`src/rx_cic_decim.sv`:
```
`timescale 1ns/1ps
`default_nettype none

module rx_cic_decim #(
	parameter int STAGES = 3,
	parameter int DECIM  = 8,
	parameter int IN_W   = 18,
	parameter int OUT_W  = 22,
	parameter int GROWTH = 9
) (
	input  wire logic                    adc_clk,
	input  wire logic                    arst_n_i,
	input  wire logic                    in_strobe_i,
	input  wire logic signed [IN_W-1:0]  in_i_i,
	input  wire logic signed [IN_W-1:0]  in_q_i,
	output logic                         out_strobe_o,
	output logic signed [OUT_W-1:0]      out_i_o,
	output logic signed [OUT_W-1:0]      out_q_o
);

	// Full-precision accumulator width and the low bits pruned at the output
	localparam int ACC_W = IN_W + GROWTH;
	localparam int DROP  = GROWTH - (OUT_W - IN_W);
	localparam int CNT_W = (DECIM > 1) ? $clog2(DECIM) : 1;

	// Rail 0 is I and rail 1 is Q
	logic signed [ACC_W-1:0] rail_in [2];
	logic signed [ACC_W-1:0] integ   [2][STAGES];
	logic signed [ACC_W-1:0] dly     [2][STAGES];
	logic signed [ACC_W-1:0] comb    [2][STAGES];
	logic [CNT_W-1:0]        dec_cnt;
	logic                    dec_tick;

	assign rail_in[0] = {{GROWTH{in_i_i[IN_W-1]}}, in_i_i};
	assign rail_in[1] = {{GROWTH{in_q_i[IN_W-1]}}, in_q_i};

	// ~~~~~~~~~~~~~~~~~~~~~~~~~~~~~~
	// Integrators at the input rate
	// ~~~~~~~~~~~~~~~~~~~~~~~~~~~~~~

	// Wrap-around is harmless here since the combs undo it
	always_ff @(posedge adc_clk or negedge arst_n_i)
	begin
		if (!arst_n_i)
		begin
			for (int r = 0; r < 2; r++)
				for (int s = 0; s < STAGES; s++)
					integ[r][s] <= '0;
		end
		else if (in_strobe_i)
		begin
			for (int r = 0; r < 2; r++)
			begin
				integ[r][0] <= integ[r][0] + rail_in[r];
				for (int s = 1; s < STAGES; s++)
					integ[r][s] <= integ[r][s] + integ[r][s-1];
			end
		end
	end

	// Counts input strobes and wraps on the last one of each group
	always_ff @(posedge adc_clk or negedge arst_n_i)
	begin
		if (!arst_n_i)
			dec_cnt <= '0;
		else if (in_strobe_i)
			dec_cnt <= dec_tick ? '0 : dec_cnt + 1'b1;
	end

	assign dec_tick = in_strobe_i && (dec_cnt == CNT_W'(DECIM - 1));

	// ~~~~~~~~~~~~~~~~~~~~~~~~~~~~~~
	// Combs at the output rate
	// ~~~~~~~~~~~~~~~~~~~~~~~~~~~~~~

	always_comb
	begin
		for (int r = 0; r < 2; r++)
		begin
			comb[r][0] = integ[r][STAGES-1] - dly[r][0];
			for (int s = 1; s < STAGES; s++)
				comb[r][s] = comb[r][s-1] - dly[r][s];
		end
	end

	always_ff @(posedge adc_clk or negedge arst_n_i)
	begin
		if (!arst_n_i)
		begin
			out_strobe_o <= 1'b0;
			for (int r = 0; r < 2; r++)
				for (int s = 0; s < STAGES; s++)
					dly[r][s] <= '0;
		end
		else
		begin
			out_strobe_o <= dec_tick;
			if (dec_tick)
			begin
				for (int r = 0; r < 2; r++)
				begin
					dly[r][0] <= integ[r][STAGES-1];
					for (int s = 1; s < STAGES; s++)
						dly[r][s] <= comb[r][s-1];
				end
			end
		end
	end

	// Outputs hold between strobes and keep the top OUT_W bits
	always_ff @(posedge adc_clk)
	begin
		if (dec_tick)
		begin
			out_i_o <= comb[0][STAGES-1][ACC_W-1:DROP];
			out_q_o <= comb[1][STAGES-1][ACC_W-1:DROP];
		end
	end

endmodule

`default_nettype wire

```
`config.mk`:
```
export PLATFORM = sky130hd
export DESIGN_NAME = rx_cic_decim
export DESIGN_NICKNAME = d
export VERILOG_FILES = /design/src/rx_cic_decim.sv
export SDC_FILE = /design/constraint.sdc
export NUM_CORES = 1
export LEC_CHECK = 0
export ABC_AREA = 1
export BUFFER_PORTS_ARGS = -buffer_cell sky130_fd_sc_hd__buf_2
export CORE_ASPECT_RATIO = 1.2
export CORE_MARGIN = 5
export CORE_UTILIZATION = 65
export CTS_CLUSTER_SIZE = 24
export DETAILED_ROUTE_END_ITERATION = 8
export PLACE_DENSITY = 0.83
export SLEW_MARGIN = 10
export SYNTH_ARGS = -nofsm -noshare
export SYNTH_HDL_FRONTEND = slang
export SYNTH_SLANG_ARGS = --single-unit
```
`constraint.sdc`:
```
create_clock -name adc_clk -period 6.9 [get_ports adc_clk]
set_input_delay 1.035 -clock adc_clk [delete_from_list [all_inputs] [get_ports adc_clk]]
set_output_delay 1.035 -clock adc_clk [all_outputs]
set_load 0.01 [all_outputs]
```
Word level (Yosys, flattened, before mapping)
Cells that the tools add are included.
{ "word_totals": {"wordCells": 32, "out_inout_bits": 45, "in_bits": 39, "register_bits": 372} }
{ "classes": {"eq_ne": 1, "addsub": 13, "n_reduce_logical": 1, "mux": 1} }
{ "ops": {"columns": ["cell", "n"], "rows": [
  ["$sub 27x27->27", 6],
  ["$add 27x27->27", 4],
  ["$add 27x18->27", 2],
  ["$add 3x1->3 const B", 1],
  ["$eq 3x3->1 const B", 1],
  ["$mux 3", 1],
  ["$logic_and 1x1->1", 1]
]} }

Longest topological paths before layout
{ "logic_depth": {"depth_word": 3, "depth_mapped": 34, "mapped_depth_nobuf": 34} }

Worst setup path before layout
OpenSTA, ideal clock, no wires.
{ "synth_path": {"path_kind": "register to register", "startpoint": "register integ[0] in the netlist's numbering", "endpoint": "register out_q_o[20] (data pin)", "arrival_time_ps": 4350, "path_stages_with_launch": 31, "slack_ps": 2288, "setup_ps": 262, "required_ps": 6638, "synth_period_minus_slack_ps": 4612, "path_buffers": 0, "cell_sequence": "dfrtp_1 inv_1 ha_1 inv_1 fa_1 a31o_2 nand2_1 nand2_2 nand4_1 nand2_1 xor2_1 ha_1 nand2_1 nor2_1 nand2_1 o211ai_1 a21oi_1 nor2_1 nor2_1 inv_1 or2_1 and2_1 ha_1 nand2_1 nor4_1 nand4_1 nand3_1 nand2_1 nand2_1 a21oi_1 xor2_1"} }
{ "synth_rtl": {"columns": ["element", "line_no", "rtl"], "rows": [
  ["start: declaration", "28", "logic signed [ACC_W-1:0] integ [2][STAGES];"],
  ["start signal: indexed assignment", "54", "integ[r][0] <= integ[r][0] + rail_in[r];"],
  ["start signal: indexed assignment", "56", "integ[r][s] <= integ[r][s] + integ[r][s-1];"],
  ["end signal: assignment", "116", "out_q_o <= comb[1][STAGES-1][ACC_W-1:DROP];"],
  ["end: declaration", "18", "output logic signed [OUT_W-1:0] out_q_o"]
]} }

==> summary.md <==
| Metric | Value |
|---|---|
| Setup violators final | `0` |
| Max Cap Viol | `0` |
| Worst Hold Depth | `2` |
| Library cells used by synthesis | `49` |
| Crit-path slowest cell | `dfrtp_1` |
| Measured slew at the worst slew-check pin | `0.9951 ns` |
| YS warnings | `0` |
| H-tree Lvls | `2` |
| Number of I/O port buffers | `83` |
| Total congestion overflow | `0` |
| Startpoint types | `flip-flop` |
| CTS Buf Count | `between 40 and 50` |
| Mapped Cells | `4220` |
| Num ports | `84` |
| Post-route ant nets | `0` |
| Synth Flop Type | `dfrtp_1` |
| Die X | `207.4 um` |
| Final TNS setup | `0 ns` |
| EDFF count, synth | `44` |
| Detailed placement HPWL | `57.86 mm` |
| CTS Sinks | `around 370` |
| Share of cells above drive strength 1 | `5.908%` |
| Largest net degree at the start of global routing | `242` |
| Status | `finished clean` |
| Clock tree root driver cell | `clkbuf_16` |
| Min cycle time layout | `around 5.4 ns` |
| Syn nets | `4581` |
| Slew Limit Fails | `0` |
| Final nets | `4644` |
| Fin Clk Skew | `0.02715 ns` |
| Critical path required time | `7.24 ns` |
| Routed Wire Length | `74.44 mm` |
| RePlAce Congestion | `~0.99` |
| CP delay by family, top | `compound AO/OA/AOI/OAI gates` |
| Postcts setup bufs | `0` |
| Synth-to-layout area growth | `8.064%` |
| Worst hold path class | `flip-flop to flip-flop` |
| Relative slew margins | `33.66%` |
| Drt wl/cell | `between 15 and 20 um` |
| CP bufs+invs | `2` |
| Part of the cycle the worst path needs | `78.97%` |
| Post-Syn Area | `slightly above 0.03 sq mm` |
| Hold EP | `dec_cnt[1]$_DFFE_PN0P_` |
| WHS | `0.4785 ns` |
| Vias per inst | `5.622` |
| DRC | `0` |
| Flop2flop setup slack | `1.45 ns` |
| Antenna violations before repair | `0` |
| Commonest non-fill, non-tap cell in the layout | `nand2_1` |
| Unrepaired setup endpoints after global routing | `false` |
| Largest stage delay, worst path | `roughly 0.42 ns` |
| R2R depth | `24` |
| RR Startpoint | `integ[85]$_DFFE_PN0P_` |
| CTS tree | `built` |
| First-pass GRT wire length | `124.9 mm` |
| Critical path peak fanout | `5` |
| CTS resizes | `0` |
| Share of flip-flops with an asynchronous set or reset | `88.17%` |
| Final hold violation count | `0` |
| Data arrival time of the critical path | `5.79 ns` |
| Drt pass-1 iters | `8` |
| Sequential fraction of the synthesis area | `31.35%` |
| Crit. End Element | `flip-flop` |
| #FFs+latches synth | `372` |
| Commonest non-fill, non-tap cells in the layout | `nand2_1 (1033), inv_1 (530), o21ai_0 (385)` |
| Vias in the first global route | `26817` |
| DR vias | `27729` |
| Clk_lat worst skew | `0.59 ns` |
| CTS Hold Bufs | `0` |
| Final worst slack | `about 1.5 ns` |
| Core area | `0.04616 sq mm` |
| GRT Total Usage | `between 20% and 30%` |
| Max Root-Sink Buffers | `3` |
| Mapped Avg Cell Area | `a little over 7 sq um` |
| Antenna cells | `0` |
| Worst hold start | `dec_cnt[1]$_DFFE_PN0P_` |
| DIE AREA | `0.05121 sq mm` |
| DR iter-0 viols | `between 1500 and 2000` |
| Fmax | `183.5 MHz` |
| Starting Density | `65.85%` |
| Most frequent CP cell | `o21bai_1` |
| Row cnt | `86` |
| Worst-path cell chain | `ha_1 -> inv_1 -> o21bai_1 -> a21oi_2 -> o21bai_2 -> a21oi_2 -> o21bai_1 -> xor2_1 -> ha_1 -> a21o_1 -> a21oi_1 -> o21ai_0 -> a21oi_1 -> xnor2_1 -> ha_1 -> a21oi_1 -> o21ai_0 -> o21bai_1 -> a21oi_1 -> o21bai_1 -> nand2_1 -> inv_1 -> o21bai_1 -> nand2_1` |
| Critical path class | `flip-flop to flip-flop` |
| Reg-to-Reg End | `out_i_o[18]$_DFFE_PP_` |
| Fillers | `roughly 4000` |
| Clock slew seen by the registers of the worst setup and hold paths | `~0.06 ns` |
| Worst slack, placed | `1.538 ns` |
| Die height | `246.9 um` |
-- how the worst max path moves through the flow --
stage	from	endpoint	slack, ns	cells after the start
2_1_floorplan	integ[0]$_DFFE_PN0P_	out_q_o[20]$_DFFE_PP_	2.29	30
3_3_place_gp	integ[81]$_DFFE_PN0P_	out_i_o[18]$_DFFE_PP_	1.58	31
3_5_place_dp	integ[81]$_DFFE_PN0P_	out_i_o[18]$_DFFE_PP_	1.54	31
4_1_cts	integ[81]$_DFFE_PN0P_	out_i_o[18]$_DFFE_PP_	1.53	31
5_1_grt	integ[81]$_DFFE_PN0P_	out_i_o[19]$_DFFE_PP_	1.04	30
6_report	integ[85]$_DFFE_PN0P_	out_i_o[18]$_DFFE_PP_	1.45	24
-- metrics by stage --
stage / cell area, sq um / util [%] / instances
floorplan: 30400 / - / 4220
global placement: 31400 / 68.02 / 4854
detailed placement: 31400 / 68.02 / 4854
CTS: 32820 / 71.10 / 4931
global route: 32850 / 71.16 / 4932
finish: 32850 / 71.16 / 4932
-- sequential cells by signal (all words and copies together) (netlist names) --
signal / cells
dly: 162
integ: 162
out_i_o: 22
out_q_o: 22
dec_cnt: 3
out_strobe_o: 1
-- synth_stat cells (44+ instances only) --
cell	instances	area share, %
xor2_1	134	3.9
nor3_1	71	1.2
inv_1	531	6.6
nand3_1	232	3.8
nor2_1	293	3.6
nand2_1	1034	13
ha_1	312	13
xnor2_1	68	2.0
edfxtp_1	44	4.3
a21o_1	54	1.3
a21oi_1	333	5.5
o21ai_0	385	6.3
dfrtp_1	328	27
clkbuf_1	64	0.79
-- worst min-delay path: stages (launching register included) --
cell and delay (ns):
dfrtp_1 0.34, nand2_1 0.05, nand2_1 0.05
-- metal layers --
metal  GRT usage [%]  part of all wire [%]  wire (um)  up-vias
li1                -                     -          -    14189
met1           35.07                    43      31810    12689
met2           52.09                    49      36540      647
met3           3.413                   3.9       2932      204
met4           11.30                   4.2       3159        0
met5               0                     0          0        -
-- final cells by class --
class                      instances  area, sq um  area share, %
clock buffer                      59         1205          3.668
clock inverter                    18        217.7         0.6628
inverter                         536         2022          6.155
multi-input combinational       3240        18580          56.57
sequential                       372         9529          29.01
tap                              616        770.7          2.346
timing repair buffer              91        520.5          1.585
-- logic make-up (layout without fill, tap and decap cells) --
kind of cell | count (synthesis) | count (layout) | share of synthesized area [%]
AOI/OAI and AO/OA | 952 | 952 | 17.50
buffers and inverters | 608 | 704 | 7.524
adders and majority gates | 322 | 322 | 13.50
and+or+nand+nor | 1764 | 1764 | 24.31
xor gates and xnor gates | 202 | 202 | 5.820
DFF | 372 | 372 | 31.35
Power is not shown: default switching activity piles up to over one toggle a cycle in this logic, so the estimate is an artifact.
